**src/hw/eth_rx_pkg.sv**
```systemverilog
// Constants describing the receive stream coming out of the management MAC
// Everything here is about the wire format and the Ethernet framing limits
package eth_rx_pkg;

	// One stream word carries up to four bytes
	localparam int rx_data_width = 32;

	// Count of valid bytes in a word, 1 to 4
	// Only the last word of a frame may be short
	localparam int rx_bytes_width = 3;

	// Largest frame accepted into the buffer, in bytes
	// Anything longer is discarded while it is still arriving
	localparam int max_frame_bytes = 1500;

	// Width of a frame length record
	// 11 bits reach 2047, enough for max_frame_bytes plus one extra word
	localparam int frame_len_width = 11;

endpackage

```
**src/hw/rx_buffer_pkg.sv**
```systemverilog
// Definitions for the buffer side of the receive path
// Push FSM states and the admission threshold
package rx_buffer_pkg;

	// Push FSM states
	//   st_idle       waiting for a frame start
	//   st_receiving  frame admitted, words go to the packet FIFO
	//   st_dropping   frame refused or aborted, ignore until it ends
	typedef enum logic [1:0] {
		st_idle,
		st_receiving,
		st_dropping
	} push_state_t;

	// Free words needed before a new frame is admitted
	// A full sized frame is max_frame_bytes / 4 words
	localparam int min_free_words = eth_rx_pkg::max_frame_bytes / 4;

endpackage

```
**src/hw/mgmt_rx_push.sv**
```systemverilog
`timescale 1ns/1ps

// Push FSM, turns the MAC receive stream into packet FIFO writes
// Also decides admission and records the length of each good frame
module mgmt_rx_push #(
	parameter int DATA_DEPTH = 1024
) (
	input logic eth_rx_clk,
	input logic arst_n,
	input logic flush,
	input logic rx_start,
	input logic rx_data_valid,
	input logic [eth_rx_pkg::rx_data_width-1:0] rx_data,
	input logic [eth_rx_pkg::rx_bytes_width-1:0] rx_bytes_valid,
	input logic rx_commit,
	input logic rx_drop,
	input logic [$clog2(DATA_DEPTH+1)-1:0] wr_free,
	input logic len_full,
	output logic wr_en,
	output logic [eth_rx_pkg::rx_data_width-1:0] wr_data,
	output logic commit,
	output logic rollback,
	output logic len_wr,
	output logic [eth_rx_pkg::frame_len_width-1:0] len_wdata
);
	import eth_rx_pkg::*;
	import rx_buffer_pkg::*;

	localparam int FREE_W = $clog2(DATA_DEPTH + 1);
	localparam logic [FREE_W-1:0] ADMIT_FREE = FREE_W'(min_free_words);
	localparam logic [FREE_W-1:0] LOW_FREE = FREE_W'(2);
	localparam logic [frame_len_width-1:0] MAX_LEN = frame_len_width'(max_frame_bytes);

	push_state_t state;
	logic [frame_len_width-1:0] byte_count;
	logic admit;
	logic abort;

	// Room for a full sized frame and a free length slot
	assign admit = (wr_free >= ADMIT_FREE) && !len_full;

	// Out of space, too long, or the MAC gave up on it
	// wr_free below 2 leaves room for the word already in flight
	assign abort = (wr_free < LOW_FREE) || (byte_count > MAX_LEN) || rx_drop;

	always_ff @(posedge eth_rx_clk or negedge arst_n) begin
		if (!arst_n) begin
			state <= st_idle;
			byte_count <= '0;
			wr_en <= 1'b0;
			commit <= 1'b0;
			rollback <= 1'b0;
			len_wr <= 1'b0;
		end else begin
			// Strobes are single cycle by default
			wr_en <= 1'b0;
			commit <= 1'b0;
			rollback <= 1'b0;
			len_wr <= 1'b0;

			if (flush) begin
				state <= st_idle;
				byte_count <= '0;
			end else if (rx_start) begin
				// A frame that never ended is thrown away
				rollback <= (state == st_receiving);
				byte_count <= '0;
				state <= admit ? st_receiving : st_dropping;
			end else begin
				case (state)
					st_receiving: begin
						if (abort) begin
							rollback <= 1'b1;
							state <= st_dropping;
						end else if (rx_commit) begin
							// Empty frames leave no trace
							commit <= (byte_count != '0);
							len_wr <= (byte_count != '0);
							state <= st_idle;
						end else if (rx_data_valid) begin
							wr_en <= 1'b1;
							byte_count <= byte_count + frame_len_width'(rx_bytes_valid);
						end
					end
					st_dropping: begin
						// Rollback already done, just wait for the end
						if (rx_commit || rx_drop) begin
							state <= st_idle;
						end
					end
					default: begin
					end
				endcase
			end
		end
	end

	// Payload registers
	always_ff @(posedge eth_rx_clk) begin
		if (rx_data_valid) begin
			wr_data <= rx_data;
		end
		if (rx_commit) begin
			len_wdata <= byte_count;
		end
	end

	// MAC ends each frame with exactly one of commit or drop
	assert property (@(posedge eth_rx_clk) disable iff (!arst_n) !(rx_commit && rx_drop))
		else $error("mgmt_rx_push: commit and drop strobes together");

endmodule

```
**config.mk**
```make
export PLATFORM = sky130hd
export DESIGN_NAME = mgmt_rx_push
export DESIGN_NICKNAME = d
export VERILOG_FILES = /design/src/hw/eth_rx_pkg.sv /design/src/hw/rx_buffer_pkg.sv /design/src/hw/mgmt_rx_push.sv
export SDC_FILE = /design/constraint.sdc
export NUM_CORES = 1
export LEC_CHECK = 0
export ABC_CLOCK_PERIOD_IN_PS = 4350
export BUFFER_PORTS_ARGS = -buffer_cell sky130_fd_sc_hd__buf_2
export CAP_MARGIN = 25
export CORE_AREA = 2 2 56 111
export DETAILED_ROUTE_END_ITERATION = 8
export DIE_AREA = 0 0 58 113
export GPL_TIMING_DRIVEN = 0
export HOLD_SLACK_MARGIN = 0.02
export PLACE_DENSITY_LB_ADDON = 0.3
export SETUP_SLACK_MARGIN = 0.4
export SYNTH_ARGS = -nofsm -noshare
export SYNTH_HDL_FRONTEND = slang
export SYNTH_SLANG_ARGS = --single-unit
export TNS_END_PERCENT = 100
```
**constraint.sdc**
```tcl
create_clock -name eth_rx_clk -period 4.35 [get_ports eth_rx_clk]
set_input_delay 0.2175 -clock eth_rx_clk [delete_from_list [all_inputs] [get_ports eth_rx_clk]]
set_output_delay 0.2175 -clock eth_rx_clk [all_outputs]
set_load 0.01 [all_outputs]
```
==> results.json, run 1 <==
{
  "cp_max_fo": 5,
  "gr-usage-met2": 0.3030,
  "synth_area_per_cell_sq_um": 14.93,
  "vias_per_cell": 5.458,
  "row_count": 39,
  "met3_usage": 0.05714,
  "synth.yosys.seq_area_share": 0.6866,
  "fin_crit_ns": 2.121,
  "setup_violations": 0,
  "holdWs_ns": 0.07502,
  "clk_path_buf_depth": 2,
  "layout-drive-gt1-share": 0.4291,
  "gp_congestion": 0.8149,
  "first_pass_iters": 4,
  "tritoncts": "built",
  "root_buffer": "clkbuf_16",
  "port_buffers": 100,
  "rsz0062_at_grt": "no",
  "cts_buffers": 9,
  "ys.flop_type": "edfxtp_1",
  "antenna_found_initial": 0,
  "dp_cells": 326,
  "status": "finished clean",
  "critical_path.startpoint_type": "register",
  "clk_latency_ns": 0.31,
  "start_util": 0.4352,
  "ys_ff_latch": 59,
  "syn_area_sq_um": 2464,
  "max-cap-violations": 0,
  "antenna_cells": 0,
  "fmax_ghz": 0.4715,
  "stdcell_count": 343,
  "syn-instance-count": 165,
  "postRouteAntennaNets": 0,
  "wl_microns": 5397,
  "finalCritPeriodShare": 0.4876,
  "grt_usage": 0.1759,
  "grt_start_max_net_pins": 35,
  "place_area_sq_um": 3040,
  "grt_pass1_wl_microns": 8597,
  "syn_nets": 225,
  "first_global_vias": 1822,
  "setup_tns_ns": 0,
  "grt_util_met1": 0.1777,
  "netlist_top_cells_count": "43 x edfxtp_1, 16 x dfrtp_1, 12 x nand2_1",
  "first_iter_violations": 76,
  "fp.dieW_microns": 58,
  "ir_drop_v": 0.0003331,
  "drc": 0,
  "async_flop_share": 0.2712,
  "drv_slew": 0,
  "leakage_nw": 1.434,
  "final_hold_viol_count": 0,
  "yosysMostFrequentCell": "edfxtp_1",
  "fp.dieH_microns": 113,
  "nets": 337,
  "fin_area_sq_um": 3331,
  "dp.final_hpwl_microns": 4089,
  "synth-edff-count": 43,
  "die_area_sq_um": 6554,
  "worst-endpoint-required_ns": 4.59,
  "grt_busiest_layer": "met2",
  "wire_per_inst_microns": 15.73,
  "synth_top_area_frac": 0.5241,
  "max-slew-margin-rel": 0.3006,
  "criticalPathCategory": "reg -> reg",
  "endpoint_kind": "register",
  "synthDistinctLibCells": 45,
  "post-cts-setup-buffer-count": 0,
  "htree_levels": 3,
  "core_sq_um": 5660,
  "tightest_slew_ns": 1.040,
  "dr_total_vias": 1872,
  "yosysTopAreaCell": "edfxtp_1",
  "grt_overflow": 0,
  "clock_skew_ns": 0.002576,
  "clock_sink_count": 59,
  "io_pins": 101,
  "cp_data_arrival_time_ns": 2.36,
  "synth_warnings": 0,
  "min_path_type": "in -> reg",
  "synth_area_leaders": "edfxtp_1 52%, dfrtp_1 16%, ha_1 2.5%",
  "clkTransAtPathRegs_ns": 0.05,
  "layout-area-overhead-vs-synth_pct": 35.20,
  "p_per_area_nw_per_um2": 423.7
}
[sequential cells by signal, indices dropped and copies added (netlist names)]
signal      cells
byte_count     11
len_wdata      11
len_wr          1
rollback        1
state           2
wr_data        32
wr_en           1
[layer usage]
| metal | wire, microns | up-vias |
|---|---|---|
| met5 | 0 | - |
| met4 | 169 | 0 |
| met3 | 466 | 17 |
| met2 | 2846 | 102 |
| met1 | 1914 | 863 |
| li1 | - | 890 |
[layout make-up]
type | count | area [sq um]
timing repair buffer | 101 | 510.5
buffer | 5 | 30.03
clock buffer | 13 | 240.2
multi-input combinational | 98 | 730.7
tap | 61 | 76.32
clock inverter | 3 | 40.04
sequential | 59 | 1692
inverter | 3 | 11.26
fill | 461 | 2330
[through the flow]
stage	power, mW	util	setup slack [ns]
6_report	1.411	0.5884	2.229
5_1_grt	1.466	0.5884	2.057
4_1_cts	1.425	0.5884	2.217
3_5_place_dp	0.7693	0.5371	2.088
3_3_place_gp	0.7673	0.5371	2.144
2_1_floorplan	0.7001	-	2.444
[critical path: stages, from the launching register on]
cell and delay [ns]:
dfrtp_1 0.45, ha_1 0.37, a21oi_1 0.16, or4b_1 0.50
or4_1 0.41, a21boi_1 0.15
[final timing paths]
kind / start / endpoint / slack, ns / cells after the start
min in group asynchronous: arst_n / byte_count[9]$_DFFE_PN0P_ / 0.36 / 2
worst min-delay path: rx_data[24] / wr_data[24]$_DFFE_PP_ / 0.08 / 1
worst min register to register: byte_count[0]$_DFFE_PN0P_ / len_wdata[0]$_DFFE_PP_ / 0.53 / 0
max in group asynchronous: arst_n / byte_count[5]$_DFFE_PN0P_ / 3.72 / 2
worst max-delay path: byte_count[2]$_DFFE_PN0P_ / byte_count[8]$_DFFE_PN0P_ / 2.23 / 5
worst max register to register: byte_count[2]$_DFFE_PN0P_ / byte_count[8]$_DFFE_PN0P_ / 2.23 / 5
[cells in the final DEF (no fill, tap or decap), drive strengths merged, types with 3 or more instances in the layout]
cell type  instances
nand4              3
edfxtp            43
inv                3
or3                7
o211ai             5
a21boi             3
nor3               6
buf              102
ha                 5
nor4               6
clkbuf            16
or4                4
o21ai              4
dfrtp             16
nand2             12
a31oi              3
o31ai              5
mux2i              5
nor3b              3
[timing repair]
action / 4_1_cts / 5_1_grt
hold buffers: 1 / 0
hold endpoints to repair: 16 / 0
gates resized for setup: 0 / 0
[cell families after synthesis]
family / count (synthesis) / share of synthesized area
flip-flops: 59 / 0.6866
AND/OR/NAND/NOR: 55 / 0.1397
AO/OA/AOI/OAI: 31 / 0.09955
buffers and inverters: 8 / 0.01676
adder cells (fa/ha/maj): 6 / 0.03352
multiplexers: 5 / 0.02032
XOR/XNOR: 1 / 0.003556
[where the power goes]
group	total [mW]	internal, mW	switching, mW
Sequential	0.646	0.638	0.00750
Clock	0.653	0.440	0.213
Combinational	0.113	0.0496	0.0632
Power figures use the tool's default switching activity.
==> run 2, diff against run 1 <==
--- a/config.mk
+++ b/config.mk
@@ -5,12 +5,13 @@
 export SDC_FILE = /design/constraint.sdc
 export NUM_CORES = 1
 export LEC_CHECK = 0
-export ABC_CLOCK_PERIOD_IN_PS = 4350
+export ABC_AREA = 1
+export ABC_CLOCK_PERIOD_IN_PS = 1900
 export BUFFER_PORTS_ARGS = -buffer_cell sky130_fd_sc_hd__buf_2
 export CAP_MARGIN = 25
-export CORE_AREA = 2 2 56 111
+export CORE_AREA = 2 2 58 114
 export DETAILED_ROUTE_END_ITERATION = 8
-export DIE_AREA = 0 0 58 113
+export DIE_AREA = 0 0 60 116
 export GPL_TIMING_DRIVEN = 0
 export HOLD_SLACK_MARGIN = 0.02
 export PLACE_DENSITY_LB_ADDON = 0.3
==> constraint.sdc (replaced) <==
create_clock -name eth_rx_clk -period 1.9 [get_ports eth_rx_clk]
set_input_delay 0.095 -clock eth_rx_clk [delete_from_list [all_inputs] [get_ports eth_rx_clk]]
set_output_delay 0.095 -clock eth_rx_clk [all_outputs]
set_load 0.01 [all_outputs]
==> run 2 against run 1 <==
Effect of this change: design area up 23%; via count up 27%; first-iteration DRC count up 53%; utilization up 8.7 points; flip-flop and latch count unchanged; critical path type unchanged; largest cell class unchanged; highest routed layer unchanged.
==> results.json, run 2 <==
{
  "synth_warnings": 0,
  "wire_per_inst_microns": 14.14,
  "setup_tns_ns": 0,
  "dp.final_hpwl_microns": 4430,
  "fin_crit_ns": 1.673,
  "r2r_slack_ns": 0.23,
  "gp_congestion": 0.8975,
  "yosysTopAreaCell": "edfxtp_1",
  "first_global_vias": 2316,
  "htree_levels": 3,
  "drv_slew": 0,
  "dr_total_vias": 2373,
  "max_stage_delay_ns": 0.40,
  "layout-drive-gt1-share": 0.4100,
  "largestRegisters": "wr_data (32), byte_count (11), len_wdata (11)",
  "grt_usage": 0.2056,
  "max-slew-margin-rel": 0.5483,
  "cpLargestDelayFamily": "simple AND/OR/NAND/NOR gates",
  "yosysMostFrequentCell": "nand2_1",
  "clkTransAtPathRegs_ns": 0.05,
  "crit_path_end": "byte_count[8]$_DFFE_PN0P_",
  "cp_slowest_cell": "dfrtp_1",
  "clock_skew_ns": 0.004937,
  "start_util": 0.4306,
  "cp-startpoint": "byte_count[0]$_DFFE_PN0P_",
  "async_flop_share": 0.2712,
  "ir_drop_v": 0.0004670,
  "cp_max_fo": 3,
  "port_buffers": 100,
  "antenna_cells": 0,
  "max-cap-violations": 0,
  "drc": 0,
  "endpoint_kind": "register",
  "first_iter_violations": 116,
  "synth_area_per_cell_sq_um": 10.86,
  "rsz0062_at_grt": "yes",
  "synth_top_area_frac": 0.4952,
  "vias_per_cell": 4.903,
  "netlist_top_cells_count": "61 x nand2_1, 43 x edfxtp_1, 26 x nor2_1",
  "fp.dieH_microns": 116,
  "row_count": 40,
  "multi_input_area_sq_um": 902.1,
  "core_sq_um": 6056,
  "final_hold_viol_count": 0,
  "leakage_nw": 1.858,
  "critical_path.startpoint_type": "register",
  "r2r-start": "byte_count[0]$_DFFE_PN0P_",
  "setup_violations": 0,
  "tritoncts": "built",
  "fin_area_sq_um": 4090,
  "min_path_type": "in -> reg",
  "cp_cell_sequence": "ha_4 > fa_2 > nand2_2 > nand2_2 > nand4_1 > or2_4 > nand3_2 > nor2_1 > nand2_1 > nand2_1",
  "r2r_cells": 10,
  "io_pins": 101,
  "die_area_sq_um": 6960,
  "status": "finished clean",
  "grt_start_max_net_pins": 34,
  "grt_overflow": 0,
  "tightest_slew_ns": 0.6775,
  "fmax_ghz": 0.5979,
  "layout-area-overhead-vs-synth_pct": 56.86,
  "path_buf_inv": 0,
  "synth_area_leaders": "edfxtp_1 50%, dfrtp_1 15%, nand2_1 8.8%",
  "clk_path_buf_depth": 2,
  "grt_pass1_wl_microns": 10350,
  "cts_buffers": 9,
  "first_pass_iters": 4,
  "antenna_found_initial": 0,
  "place_area_sq_um": 3243,
  "layout_common_cells": "101 x buf_2, 57 x nand2_1, 43 x edfxtp_1",
  "clock_sink_count": 59,
  "synth.yosys.seq_area_share": 0.6488,
  "fp.dieW_microns": 60,
  "postRouteAntennaNets": 0,
  "synthDistinctLibCells": 30,
  "synth-edff-count": 43,
  "root_buffer": "clkbuf_16",
  "num-fill-cells": 454,
  "clk_latency_ns": 0.33,
  "finalCritPeriodShare": 0.8803,
  "syn-instance-count": 240,
  "final_common_cell": "buf_2",
  "syn_area_sq_um": 2608,
  "regArea_sq_um": 1697,
  "criticalPathCategory": "reg -> reg",
  "timing.rr.end": "byte_count[8]$_DFFE_PN0P_",
  "cp_data_arrival_time_ns": 1.93,
  "top_register": "wr_data",
  "p_per_area_nw_per_um2": 884.5,
  "wl_microns": 6846,
  "ys_ff_latch": 59,
  "syn_nets": 300,
  "worst-endpoint-required_ns": 2.16,
  "ys.flop_type": "edfxtp_1",
  "cp.depth": 10,
  "largest_register_ffs": 32,
  "nets": 455
}
[run 2: repair_timing]
item / CTS / global route
setup endpoints to repair: 9 / 16
pin swaps: 6 / 10
hold endpoints to repair: 48 / 0
hold buffers: 33 / 0
cloned: 1 / 0
buffers inserted: 6 / 4
resized for setup: 10 / 11
[run 2: area by class of cell]
type / count / area share
sequential: 59 / 0.4148
timing repair buffer: 144 / 0.2261
multi-input combinational: 156 / 0.2206
clock buffer: 13 / 0.06852
tap: 84 / 0.02570
inverter: 20 / 0.01835
clock inverter: 3 / 0.01652
buffer: 5 / 0.009483
[run 2: worst min-delay path by stage]
stage | slack, ns | to | from | cells past startpoint
floorplan | -0.20 | byte_count[0]$_DFFE_PN0P_ | arst_n | 0
global placement | 0.03 | byte_count[0]$_DFFE_PN0P_ | arst_n | 1
detailed placement | 0.04 | byte_count[0]$_DFFE_PN0P_ | arst_n | 1
CTS | 0.05 | state[0]$_DFFE_PN0P_ | len_full | 4
global route | 0.08 | state[0]$_DFFE_PN0P_ | len_full | 4
finish | 0.06 | state[0]$_DFFE_PN0P_ | len_full | 4
[run 2: power by group]
part | total, mW | switching (mW) | internal (mW)
clock | 1.83 | 0.542 | 1.29
sequential | 1.48 | 0.0198 | 1.46
combinational | 0.306 | 0.159 | 0.147
[run 2: tightest hold or removal path: cells and delay by family]
family          cells  cell delay (ns)
compound gates      1             0.07
buf+inv             1             0.08
simple gates        2             0.09
[run 2: routing by layer]
layer | track usage | wire length [microns]
met1 | 0.1987 | 2359
met2 | 0.3652 | 3663
met3 | 0.06027 | 526
met4 | 0.1244 | 296
met5 | 0 | 0
[run 2: kinds of logic (layout without fill, tap and decap cells)]
| kind of cell | Yosys count | count (layout) | synth area share |
|---|---|---|---|
| DFF | 59 | 59 | 0.6488 |
| buffers and inverters | 25 | 185 | 0.04366 |
| and+or+nand+nor | 138 | 138 | 0.2471 |
| xor gates and xnor gates | 3 | 3 | 0.01008 |
| AOI/OAI and AO/OA | 9 | 9 | 0.01872 |
| adders and majority gates | 6 | 6 | 0.03167 |
[run 2: per-stage QoR]
step | setup WS (ns) | utilization | cells | total power, mW | hold slack (ns)
finish | 0.2274 | 0.6754 | 484 | 3.618 | 0.06026
global route | 0.1464 | 0.6754 | 484 | 3.739 | 0.08201
CTS | 0.1819 | 0.6634 | 480 | 3.629 | 0.05130
detailed placement | 0.1641 | 0.5355 | 424 | 1.748 | 0.03864
global placement | 0.1916 | 0.5355 | 424 | 1.739 | 0.03405
floorplan | 0.3450 | - | 240 | 1.592 | -0.2006
