==> src/hw/eth_rx_pkg.sv <==
// Constants describing the receive stream coming out of the management MAC
// Everything here is about the wire format and the Ethernet framing limits
package eth_rx_pkg;

	// One stream word carries up to four bytes
	localparam int rx_data_width = 32;

	// Count of valid bytes in a word, 1 to 4
	// Only the last word of a frame may be short
	localparam int rx_bytes_width = 3;

	// Largest frame accepted into the buffer, in bytes
	// Anything longer is discarded while it is still arriving
	localparam int max_frame_bytes = 1500;

	// Width of a frame length record
	// 11 bits reach 2047, enough for max_frame_bytes plus one extra word
	localparam int frame_len_width = 11;

endpackage

==> src/hw/frame_len_fifo.sv <==
`timescale 1ns/1ps

// Small fall-through FIFO holding one length per committed frame
module frame_len_fifo #(
	parameter int DEPTH = 32
) (
	input logic eth_rx_clk,
	input logic arst_n,
	input logic flush,
	input logic wr,
	input logic [eth_rx_pkg::frame_len_width-1:0] wdata,
	input logic pop,
	output logic full,
	output logic empty,
	output logic [eth_rx_pkg::frame_len_width-1:0] rd_data
);
	import eth_rx_pkg::*;

	localparam int ADDR_W = $clog2(DEPTH);
	localparam int CNT_W = $clog2(DEPTH + 1);
	localparam logic [CNT_W-1:0] DEPTH_CNT = CNT_W'(DEPTH);
	localparam logic [ADDR_W-1:0] LAST_ADDR = ADDR_W'(DEPTH - 1);

	logic [frame_len_width-1:0] mem [DEPTH];
	logic [ADDR_W-1:0] wr_ptr;
	logic [ADDR_W-1:0] rd_ptr;
	logic [CNT_W-1:0] count;

	always_ff @(posedge eth_rx_clk) begin
		if (wr) begin
			mem[wr_ptr] <= wdata;
		end
	end

	// Oldest length is always on the output
	assign rd_data = mem[rd_ptr];
	assign full = (count == DEPTH_CNT);
	assign empty = (count == '0);

	always_ff @(posedge eth_rx_clk or negedge arst_n) begin
		if (!arst_n) begin
			wr_ptr <= '0;
			rd_ptr <= '0;
			count <= '0;
		end else if (flush) begin
			wr_ptr <= '0;
			rd_ptr <= '0;
			count <= '0;
		end else begin
			if (wr) begin
				wr_ptr <= (wr_ptr == LAST_ADDR) ? '0 : wr_ptr + 1'b1;
			end
			if (pop) begin
				rd_ptr <= (rd_ptr == LAST_ADDR) ? '0 : rd_ptr + 1'b1;
			end
			count <= count + CNT_W'(wr) - CNT_W'(pop);
		end
	end

	// Admission at frame start is what keeps this from happening
	assert property (@(posedge eth_rx_clk) disable iff (!arst_n) wr |-> !full)
		else $error("frame_len_fifo: write while full");

	assert property (@(posedge eth_rx_clk) disable iff (!arst_n) pop |-> !empty)
		else $error("frame_len_fifo: pop while empty");

endmodule

==> config.mk <==
export PLATFORM = sky130hd
export DESIGN_NAME = frame_len_fifo
export DESIGN_NICKNAME = d
export VERILOG_FILES = /design/src/hw/eth_rx_pkg.sv /design/src/hw/frame_len_fifo.sv
export SDC_FILE = /design/constraint.sdc
export NUM_CORES = 1
export LEC_CHECK = 0
export BUFFER_PORTS_ARGS = -buffer_cell sky130_fd_sc_hd__buf_4
export CAP_MARGIN = 10
export CORE_ASPECT_RATIO = 0.5
export CORE_MARGIN = 3
export CORE_UTILIZATION = 61
export CTS_CLUSTER_DIAMETER = 100
export CTS_CLUSTER_SIZE = 16
export DETAILED_ROUTE_END_ITERATION = 8
export PLACE_DENSITY_LB_ADDON = 0.12
export SETUP_SLACK_MARGIN = 0.05
export SLEW_MARGIN = 25
export SYNTH_ARGS = -nofsm -noshare
export SYNTH_HDL_FRONTEND = slang
export SYNTH_SLANG_ARGS = --single-unit
==> constraint.sdc <==
create_clock -name eth_rx_clk -period 3 [get_ports eth_rx_clk]
set_input_delay 0.6 -clock eth_rx_clk [delete_from_list [all_inputs] [get_ports eth_rx_clk]]
set_output_delay 0.6 -clock eth_rx_clk [all_outputs]
set_load 0.02 [all_outputs]
==> flow_summary_export.csv, run 1 <==
group,metric,value,unit
timing,skew,0.00992,ns
placed_design,globalplace.congestion,0.808,
critical_path,cp_data_required_time,2.40,ns
timing,setup_viol,11,
status,status,"complete, but fails checks",
synth,yosys-top-cells-count,"edfxtp_1 (352), mux2i_1 (92), nor2_1 (50), nand3_1 (35)",
global_route,grt_pass1_wl,47100,um
timing,max_slew_margin,35.0,%
synth,postSynthCellCount,804,
synth,syn-num-nets,837,
clocking,clock-sinks,368,
drt,via_per_inst,6.40,
drt,antenna_left,0,
timing,period_minus_slack,3.22,ns
pwr,power,9.83,mW
synth,synth_cell_types,46,
critical_path,arrival,2.62,ns
floorplanning,initial_core_util,63.5,%
critical_path,worstRegToRegCells,8,
pwr,vdd_drop_max,426,uV
min_path,min_path_cells,2,
clocking,htreeDepth,1,
floorplanning,chipWidth,227,um
pwr,pwr_density_cell,591,nW/um^2
synth,yosysMostFrequentCell,"edfxtp_1",
synth,yosys.area.top_type,"edfxtp_1",
floorplanning,die_area,26400,sq um
timing,rsz0062_at_grt,"true",
placed_design,dp_hpwl,18100,um
global_route,antenna_found_initial,0,
drt,drt-wirelength-per-cell,25.9,um
critical_path,reg2reg_slack,0.99,ns
clocking,cts_buffers,26,
floorplanning,ios,29,
drt,drc_errors,0,
critical_path,startpoint_type,"flip-flop",
cells_and_area,nets,913,
drt,drt_iter0_markers,975,
synth,netlist_top_cells_area,"edfxtp_1 (71%), mux2i_1 (6.2%), mux4_1 (5.0%), dfrtp_1 (2.7%), mux4_2 (2.4%)",
status,violations,"setup timing",
synth,synth-async-reset-ratio,4.35,%
drt,drt_wl_total,30900,um
timing,slew_viol_final,0,
global_route,grt_use_total,24.5,%
critical_path,cp_max_fo,11,
pwr,p_leak,5.48,nW
drt,dr.pass1.iters,6,
timing,worst_slack,-0.222,ns
synth,yosysWarnings,0,
floorplanning,coreArea,23400,sq um
timing,tightest_slew,0.976,ns
run,cap_violations,0,
clocking,clk_path_buf_depth,3,
timing,finalHoldViolCount,0,
placed_design,port_buffers,28,
floorplanning,die_y,116,um
cells_and_area,diodes,0,
critical_path,crit_type,"reg2out",
synth,synth_top_area_share,71.2,%
timing,hold_ws,0.361,ns
global_route,grt_pass1_vias,7503,
clocking,clock_latency,0.55,ns
drt,num_vias,7655,
synth,synth_edf_count,352,
cells_and_area,syn_to_final_growth,12.0,%
timing,fmax,0.310,GHz
global_route,grt_max_degree,61,
synth,syn_area_per_cell,18.5,sq um
global_route,overflow,0,
floorplanning,placementRows,39,
synth,synth_flop_cell,"edfxtp_1",
cells_and_area,drive_above_1_share,18.3,%
clocking,path_clk_slew,0.08,ns
synth,ys_seq_area_share,73.9,%
synth,syn_area,14800,sq um
clocking,cts_tree,"built",
clocking,root_buffer,"clkbuf_16",
synth,synth_seq_cells,368,
min_path,worstHoldPathType,"in2reg",
timing,min_period_over_period,107,%
critical_path,worstSetupEndpointType,"output port",
## cells in the final DEF (no fill, tap or decap), drive strengths merged, types with 2 or more instances in the layout
cell,Yosys,layout
ha,16,16
o21ai,5,5
edfxtp,352,352
inv,11,11
nand3b,4,4
and3,5,5
a21oi,27,27
dfrtp,16,16
nor4,2,2
mux2i,92,92
a221oi,11,11
a22o,11,11
and4,2,2
a22oi,23,23
nand3,35,35
xnor2,3,3
nor2b,3,3
or3b,2,2
buf,27,89
nand2,28,28
nor3b,2,2
mux4,44,44
nor2,50,50
clkbuf,16,38
nand2b,3,3
## layout make-up
type | instances | area, sq um
clock buffers | 37 | 713
fillers | 1409 | 6740
inverters | 11 | 41.3
multi-input cells | 382 | 3680
flip-flops and latches | 368 | 11000
well taps | 307 | 384
repair buffers | 91 | 841
## flip-flops by register name (all words and copies together), names as in the netlist
name / cells
wr_ptr: 5
count: 6
mem: 352
rd_ptr: 5
## cells by family (layout without fill, tap and decap cells)
group                      after synthesis  in the layout  synth area share (%)
xor gates and xnor gates                 3              3                 0.177
DFF                                    368            368                  73.9
AOI/OAI and AO/OA                       83             83                  4.33
and+or+nand+nor                        142            142                  4.51
adders and majority gates               17             17                  1.48
buffers and inverters                   54            139                  1.93
muxes                                  137            137                  13.7
## per-layer routing
metal  global-route usage (%)  share of wire, %  vias up  wire length [um]
met3                     5.95               9.6       52              2980
met2                     36.9                44      334             13700
met1                     37.2                44     3907             13500
met4                     5.29               2.4        0               738
met5                        0                 0        -                 0
li1                         -                 -     3362                 -
## per-stage QoR
stage | TNS, ns | instances | setup WS [ns] | util (%) | cell area (sq um)
after floorplan | 0 | 804 | 0.664 | - | 14800
after global placement | 0 | 1145 | 0.131 | 66.9 | 15600
after detailed placement | 0 | 1145 | 0.197 | 66.9 | 15600
after CTS | -2.01 | 1192 | -0.235 | 70.8 | 16600
after global routing | -3.05 | 1196 | -0.313 | 71.2 | 16600
final | -2.02 | 1196 | -0.222 | 71.2 | 16600
## power by group
group | switching, mW | internal (mW) | leakage [nW]
clock network | 1.60 | 1.63 | 0.345
registers | 0.0300 | 5.68 | 3.38
logic | 0.504 | 0.383 | 1.75
total | 2.13 | 7.70 | 5.48
## timing repair
item,in CTS,in global routing
hold buffers,1,0
cloned,0,2
setup buffers,9,2
gates resized for setup,19,5
hold endpoints to repair,16,0
endpoints found under the setup margin,11,11
pin swaps,1,1
## critical path: stages (launching register included)
cell	delay [ns]
dfrtp_2	0.45
buf_12	0.17
buf_6	0.17
mux4_1	0.60
a221oi_2	0.37
nand3_1	0.13
buf_4	0.17
## worst paths after layout
| check | start | to |
|---|---|---|
| max reg2reg | rd_ptr[1]$_DFFE_PN0P_ | rd_ptr[2]$_DFFE_PN0P_ |
| max in group asynchronous | arst_n | rd_ptr[0]$_DFFE_PN0P_ |
| max | rd_ptr[0]$_DFFE_PN0P_ | rd_data[8] |
| min | flush | rd_ptr[1]$_DFFE_PN0P_ |
| min in group asynchronous | arst_n | count[1]$_DFF_PN0_ |
| min reg2reg | wr_ptr[1]$_DFFE_PN0P_ | wr_ptr[1]$_DFFE_PN0P_ |
(Power assumes the default switching activity.)
==> run 2, diff against run 1 <==
Settings changed: ABC_AREA set to 1, CORE_UTILIZATION 61 to 56.
Clock period 3 ns to 2.9 ns, I/O delays scaled along.
==> flow_summary_export.csv, run 2 <==
group,metric,value,unit
cells_and_area,drive_above_1_share,15.6,%
timing,max_slew_margin,45.8,%
synth,synth-async-reset-ratio,4.35,%
cells_and_area,diodes,0,
pwr,power.clock.fraction,31.7,%
timing,tightest_slew,0.812,ns
synth,synth_top_area_share,69.3,%
critical_path,cp_max_fo,11,
global_route,grt_pass1_wl,60300,um
synth,syn-num-nets,1372,
drt,drt_iter0_markers,1358,
drt,antenna_left,0,
global_route,antenna_found_initial,0,
timing,slew_viol_final,0,
timing,fmax,0.346,GHz
critical_path,cpPeakStageDelay,0.55,ns
critical_path,rr_endpoint,"rd_ptr[0]$_DFFE_PN0P_",
timing,min_period_over_period,99.8,%
synth,syn_area,15300,sq um
synth,synth_cell_types,25,
timing,setup_viol,0,
critical_path,worstRegToRegCells,9,
clocking,cts_buffers,26,
critical_path,worstSetupEndpointType,"output port",
synth,yosysMostFrequentCell,"nand2_1",
synth,netlist_top_cells_area,"edfxtp_1 (69%), nand2_1 (13%), nand3_1 (6.6%), dfrtp_1 (2.6%), a21oi_1 (1.7%)",
synth,yosys.area.top_type,"edfxtp_1",
pwr,p_leak,6.73,nW
timing,hold_ws,0.264,ns
clocking,htreeDepth,1,
status,status,"complete, no violations",
floorplanning,ios,29,
drt,drc_errors,0,
clocking,clk_path_buf_depth,3,
critical_path,startpoint_type,"flip-flop",
cells_and_area,largest_reg_flops,352,
placed_design,globalplace.congestion,0.929,
cells_and_area,regMostFlops,"mem",
synth,yosys-top-cells-count,"nand2_1 (520), edfxtp_1 (352), nand3_1 (202), nor2_1 (56), a21oi_1 (51)",
clocking,path_clk_slew,0.08,ns
pwr,vdd_drop_max,468,uV
critical_path,startpoint,"rd_ptr[0]$_DFFE_PN0P_",
critical_path,cp_data_required_time,2.32,ns
timing,finalHoldViolCount,0,
floorplanning,die_y,123,um
global_route,grt_pass1_vias,9771,
critical_path,worstSetupEndpoint,"rd_data[9]",
floorplanning,initial_core_util,57.4,%
cells_and_area,syn_to_final_growth,16.2,%
pwr,power,10.8,mW
cells_and_area,multi_input_area,4120,sq um
timing,period_minus_slack,2.89,ns
floorplanning,coreArea,26600,sq um
synth,synth_seq_cells,368,
critical_path,worstReg2RegStart,"rd_ptr[0]$_DFFE_PN0P_",
synth,synth_edf_count,352,
clocking,clock_latency,0.56,ns
drt,num_vias,10538,
min_path,worstHoldPathType,"in2reg",
synth,synth_flop_cell,"edfxtp_1",
global_route,overflow,0,
placed_design,dp_hpwl,22500,um
synth,yosysWarnings,0,
clocking,root_buffer,"clkbuf_16",
run,cap_violations,0,
drt,drt-wirelength-per-cell,23.6,um
global_route,grt_use_total,28.1,%
cells_and_area,fill_cells,1963,
floorplanning,die_area,29400,sq um
timing,skew,0.0101,ns
critical_path,crit_chain,"buf_8, buf_16, nand2_1, nand2_1, a21oi_2, nand3_2, nand3_2, nand2_2, buf_4",
timing,rsz0062_at_grt,"true",
pwr,netSwitchingFraction,25.0,%
drt,drt_wl_total,41700,um
pwr,pwr_density_cell,608,nW/um^2
clocking,clock-sinks,368,
critical_path,reg2reg_slack,0.75,ns
cells_and_area,reg.largest.list,"mem (352), count (6)",
synth,ys_seq_area_share,71.9,%
critical_path,slowest_stage,"dfrtp_4",
global_route,grt_max_degree,47,
floorplanning,placementRows,42,
synth,syn_area_per_cell,11.4,sq um
cells_and_area,seq_area,11000,sq um
critical_path,arrival,2.31,ns
synth,postSynthCellCount,1339,
pwr,power_frac_seq,54.9,%
pwr,p_int,8.09,mW
cells_and_area,most-common-layout-cells,"nand2_1 (505), edfxtp_1 (352), nand3_1 (158)",
pwr,p_sw,2.69,mW
critical_path,crit_type,"reg2out",
floorplanning,chipWidth,239,um
clocking,cts_tree,"built",
cells_and_area,final_common_cell,"nand2_1",
drt,dr.pass1.iters,5,
placed_design,port_buffers,28,
cells_and_area,nets,1444,
drt,via_per_inst,5.95,
pwr,power_frac_comb,13.5,%
run 2: changes by cell type after synthesis, moves of 23 or more:
cell	before	now
a21oi_1	27	51
mux4_1	28	0
a22oi_1	23	0
nand2_1	28	520
nand3_1	35	202
mux2i_1	92	0
run 2: metrics by stage:
step / util, % / cells / TNS [ns] / setup WS (ns) / cell area, sq um
floorplan: - / 1339 / 0 / 0.872 / 15300
finish: 66.7 / 1772 / 0 / 0.00662 / 17700
detailed placement: 60.3 / 1702 / 0 / 0.397 / 16000
global placement: 60.3 / 1702 / 0 / 0.413 / 16000
global route: 66.7 / 1772 / -0.244 / -0.0655 / 17700
CTS: 65.4 / 1762 / 0 / 0.0290 / 17400
run 2: kinds of logic after synthesis:
kind of cell               synth area share, %
and+or+nand+nor                           21.1
DFF                                       71.9
buffers and inverters                     3.22
AOI/OAI and AO/OA                         2.18
adders and majority gates                 1.44
xor gates and xnor gates                 0.172
run 2: critical path: cells and delay by family, from the launching register on:
| kind | cells | cell delay (ns) |
|---|---|---|
| compound gates | 1 | 0.16 |
| buf+inv | 3 | 0.50 |
| flops | 1 | 0.55 |
| simple gates | 5 | 0.55 |
run 2: per-layer routing:
metal / vias up / GRT usage (%) / share of wire, %
met2: 529 / 43.0 / 45
li1: 4742 / - / -
met5: - / 0 / 0
met4: 0 / 9.20 / 3.4
met1: 5170 / 40.6 / 42
met3: 97 / 6.13 / 10
run 2: worst min path at each step:
stage,from,end,slack (ns),cells past startpoint
4_1_cts,flush,count[1]$_DFF_PN0_,0.25,2
3_3_place_gp,arst_n,count[3]$_DFF_PN0_,0.46,1
3_5_place_dp,arst_n,count[3]$_DFF_PN0_,0.47,1
6_report,flush,count[1]$_DFF_PN0_,0.26,2
2_1_floorplan,arst_n,count[0]$_DFF_PN0_,0.28,0
5_1_grt,flush,count[1]$_DFF_PN0_,0.25,2
run 2: cell type report:
cell class	instances	share of cell area, %
flip-flops and latches	368	61.9
multi-input cells	869	23.2
repair buffers	112	7.52
clock buffers	37	4.02
well taps	352	2.48
inverters	33	0.769
repair inverters	1	0.0494
run 2: power by group through the flow:
| stage | clock (mW) | combinational [mW] | sequential (mW) |
|---|---|---|---|
| after floorplan | 0 | 0.717 | 6.02 |
| after global placement | 0 | 1.14 | 6.03 |
| after detailed placement | 0 | 1.17 | 6.03 |
| after CTS | 3.45 | 1.35 | 5.91 |
| after global routing | 3.64 | 1.57 | 5.92 |
| final | 3.42 | 1.45 | 5.91 |
run 2: repair_timing:
item,4_1_cts,5_1_grt
setup endpoints to repair,11,11
buffers inserted,13,4
gates cloned,9,8
hold buffers,1,0
resized for setup,74,37
pin swaps,23,22
hold endpoints to repair,16,0
==> run 3, diff against run 2 <==
Settings changed: CORE_UTILIZATION 56 to 61.
Clock period 2.9 ns to 3.59 ns, I/O delays scaled along.
==> flow_summary_export.csv, run 3 (synthesized netlist as in run 2, its figures left out) <==
group,metric,value,unit
drt,dr.pass1.iters,5,
clocking,clock-sinks,368,
cells_and_area,seq_area,11000,sq um
critical_path,cp_data_required_time,2.87,ns
timing,max_slew_margin,31.3,%
placed_design,port_buffers,28,
floorplanning,initial_core_util,62.9,%
timing,finalHoldViolCount,0,
min_path,worstHoldPathType,"in2async",
global_route,antenna_found_initial,0,
clocking,htreeDepth,1,
run,cap_violations,0,
placed_design,dp_hpwl,24200,um
critical_path,worstSetupEndpointType,"output port",
clocking,cts_tree,"built",
clocking,clock_latency,0.55,ns
placed_design,postPlaceCellArea,15900,sq um
critical_path,worstRegToRegCells,4,
cells_and_area,syn_to_final_growth,9.01,%
cells_and_area,regMostFlops,"mem",
drt,num_vias,10177,
critical_path,startpoint_type,"flip-flop",
global_route,grt_pass1_wl,57900,um
critical_path,rr_endpoint,"mem[3][8]$_DFFE_PP_",
global_route,overflow,0,
drt,drt_wl_total,38200,um
timing,fmax,0.293,GHz
drt,wl_met3,4720,um
floorplanning,coreArea,24300,sq um
critical_path,reg2reg_slack,1.33,ns
drt,met2_wirelength,16800,um
critical_path,cpPeakStageDelay,0.62,ns
pwr,power_frac_comb,11.2,%
critical_path,arrival,2.70,ns
floorplanning,ios,29,
cells_and_area,fin_cells,1711,
drt,wirelength_met1,16200,um
clocking,cts_resized,0,
critical_path,crit_type,"reg2out",
timing,hold_ws,0.0236,ns
floorplanning,placementRows,40,
global_route,grt_max_degree,129,
critical_path,slowest_stage,"dfrtp_4",
critical_path,worstReg2RegStart,"wr_ptr[3]$_DFFE_PN0P_",
cells_and_area,nets,1399,
clocking,path_clk_slew,0.07,ns
floorplanning,die_area,27100,sq um
cells_and_area,fin_area,16600,sq um
clocking,root_buffer,"clkbuf_16",
timing,min_period_over_period,95.2,%
timing,skew,0.0158,ns
global_route,grt_use_total,28.4,%
drt,via_per_inst,5.95,
cells_and_area,reg.largest.list,"mem (352), count (6)",
cells_and_area,diodes,0,
drt,drt-wirelength-per-cell,22.4,um
drt,antenna_left,0,
pwr,p_leak,6.21,nW
clocking,post_cts_buffers,0,
critical_path,crit_chain,"inv_6, buf_16, buf_4, nand2_1, nand3_1, nand3_1, nand3_1, nand3_1, nand2_1, buf_4",
timing,fin_tns_setup,0,ns
global_route,grt_pass1_vias,9458,
timing,slew_viol_final,0,
clocking,cts_buffers,26,
drt,drt_iter0_markers,1484,
cells_and_area,drive_above_1_share,7.93,%
clocking,holdBufCountCts,0,
critical_path,cp_max_fo,36,
pwr,p_int,6.40,mW
timing,tightest_slew,1.03,ns
clocking,clk_path_buf_depth,3,
drt,highest_layer,"met4",
placed_design,globalplace.congestion,0.951,
placed_design,dp_cells,1673,
timing,setup_viol,0,
pwr,p_sw,2.04,mW
cells_and_area,final_common_cell,"nand2_1",
pwr,vdd_drop_max,332,uV
cells_and_area,multi_input_area,3800,sq um
floorplanning,die_y,118,um
cells_and_area,largest_reg_flops,352,
drt,drc_errors,0,
pwr,power.clock.fraction,32.1,%
pwr,netSwitchingFraction,24.1,%
cells_and_area,fill_cells,1717,
pwr,power_frac_seq,56.7,%
floorplanning,chipWidth,230,um
status,status,"complete, no violations",
critical_path,cp_common_cell,"nand3_1",
cells_and_area,most-common-layout-cells,"nand2_1 (520), edfxtp_1 (352), nand3_1 (202)",
timing,period_minus_slack,3.42,ns
timing,rsz0062_at_grt,"false",
pwr,pwr_density_cell,507,nW/um^2
==> run 3: cell count changes in the layout (fill, tap and decap cells not counted), sizes merged <==
cell / previous run / this run
buf: 103 / 67
dlygate4sd3: 1 / 0
inv: 34 / 33
clkbuf: 45 / 38
==> run 3: area by class of cell <==
type                    instances  area share [%]
clock buffers                  37            4.29
repair buffers                 68            3.54
well taps                     336            2.53
multi-input cells             869            22.9
inverters                      33           0.775
flip-flops and latches        368            66.0
==> run 3: metrics by stage <==
stage               power (mW)  utilization (%)  setup slack, ns
finish                    8.44             68.5            0.174
global route              8.73             68.5           0.0459
CTS                       8.45             68.3           0.0963
detailed placement        5.80             65.3            0.694
global placement          5.77             65.3            0.745
floorplan                 5.44                -             1.42
==> run 3: worst max-delay path by stage <==
| stage | startpoint | endpoint |
|---|---|---|
| after floorplan | pop | count[4]$_DFF_PN0_ |
| after global placement | rd_ptr[0]$_DFFE_PN0P_ | rd_data[6] |
| after detailed placement | rd_ptr[0]$_DFFE_PN0P_ | rd_data[8] |
| after CTS | rd_ptr[0]$_DFFE_PN0P_ | rd_data[8] |
| after global routing | rd_ptr[0]$_DFFE_PN0P_ | rd_data[2] |
| final | rd_ptr[0]$_DFFE_PN0P_ | rd_data[8] |
==> run 3: per-layer routing <==
layer / track usage, % / vias to the layer above
li1: - / 4631
met2: 41.9 / 597
met3: 7.28 / 51
met1: 43.7 / 4898
met4: 5.24 / 0
met5: 0 / -
==> run 3: power groups by stage <==
stage	sequential [mW]	clock, mW	combinational [mW]
2_1_floorplan	4.86	0	0.579
3_3_place_gp	4.88	0	0.898
3_5_place_dp	4.88	0	0.922
4_1_cts	4.78	2.74	0.926
5_1_grt	4.79	2.89	1.05
6_report	4.78	2.71	0.947
==> run 3: critical path, delay by kind of cell, from the launching register on <==
kind | cells | cell delay [ns]
and+or+nand+nor | 6 | 0.66
buffers and inverters | 4 | 0.81
DFF | 1 | 0.62
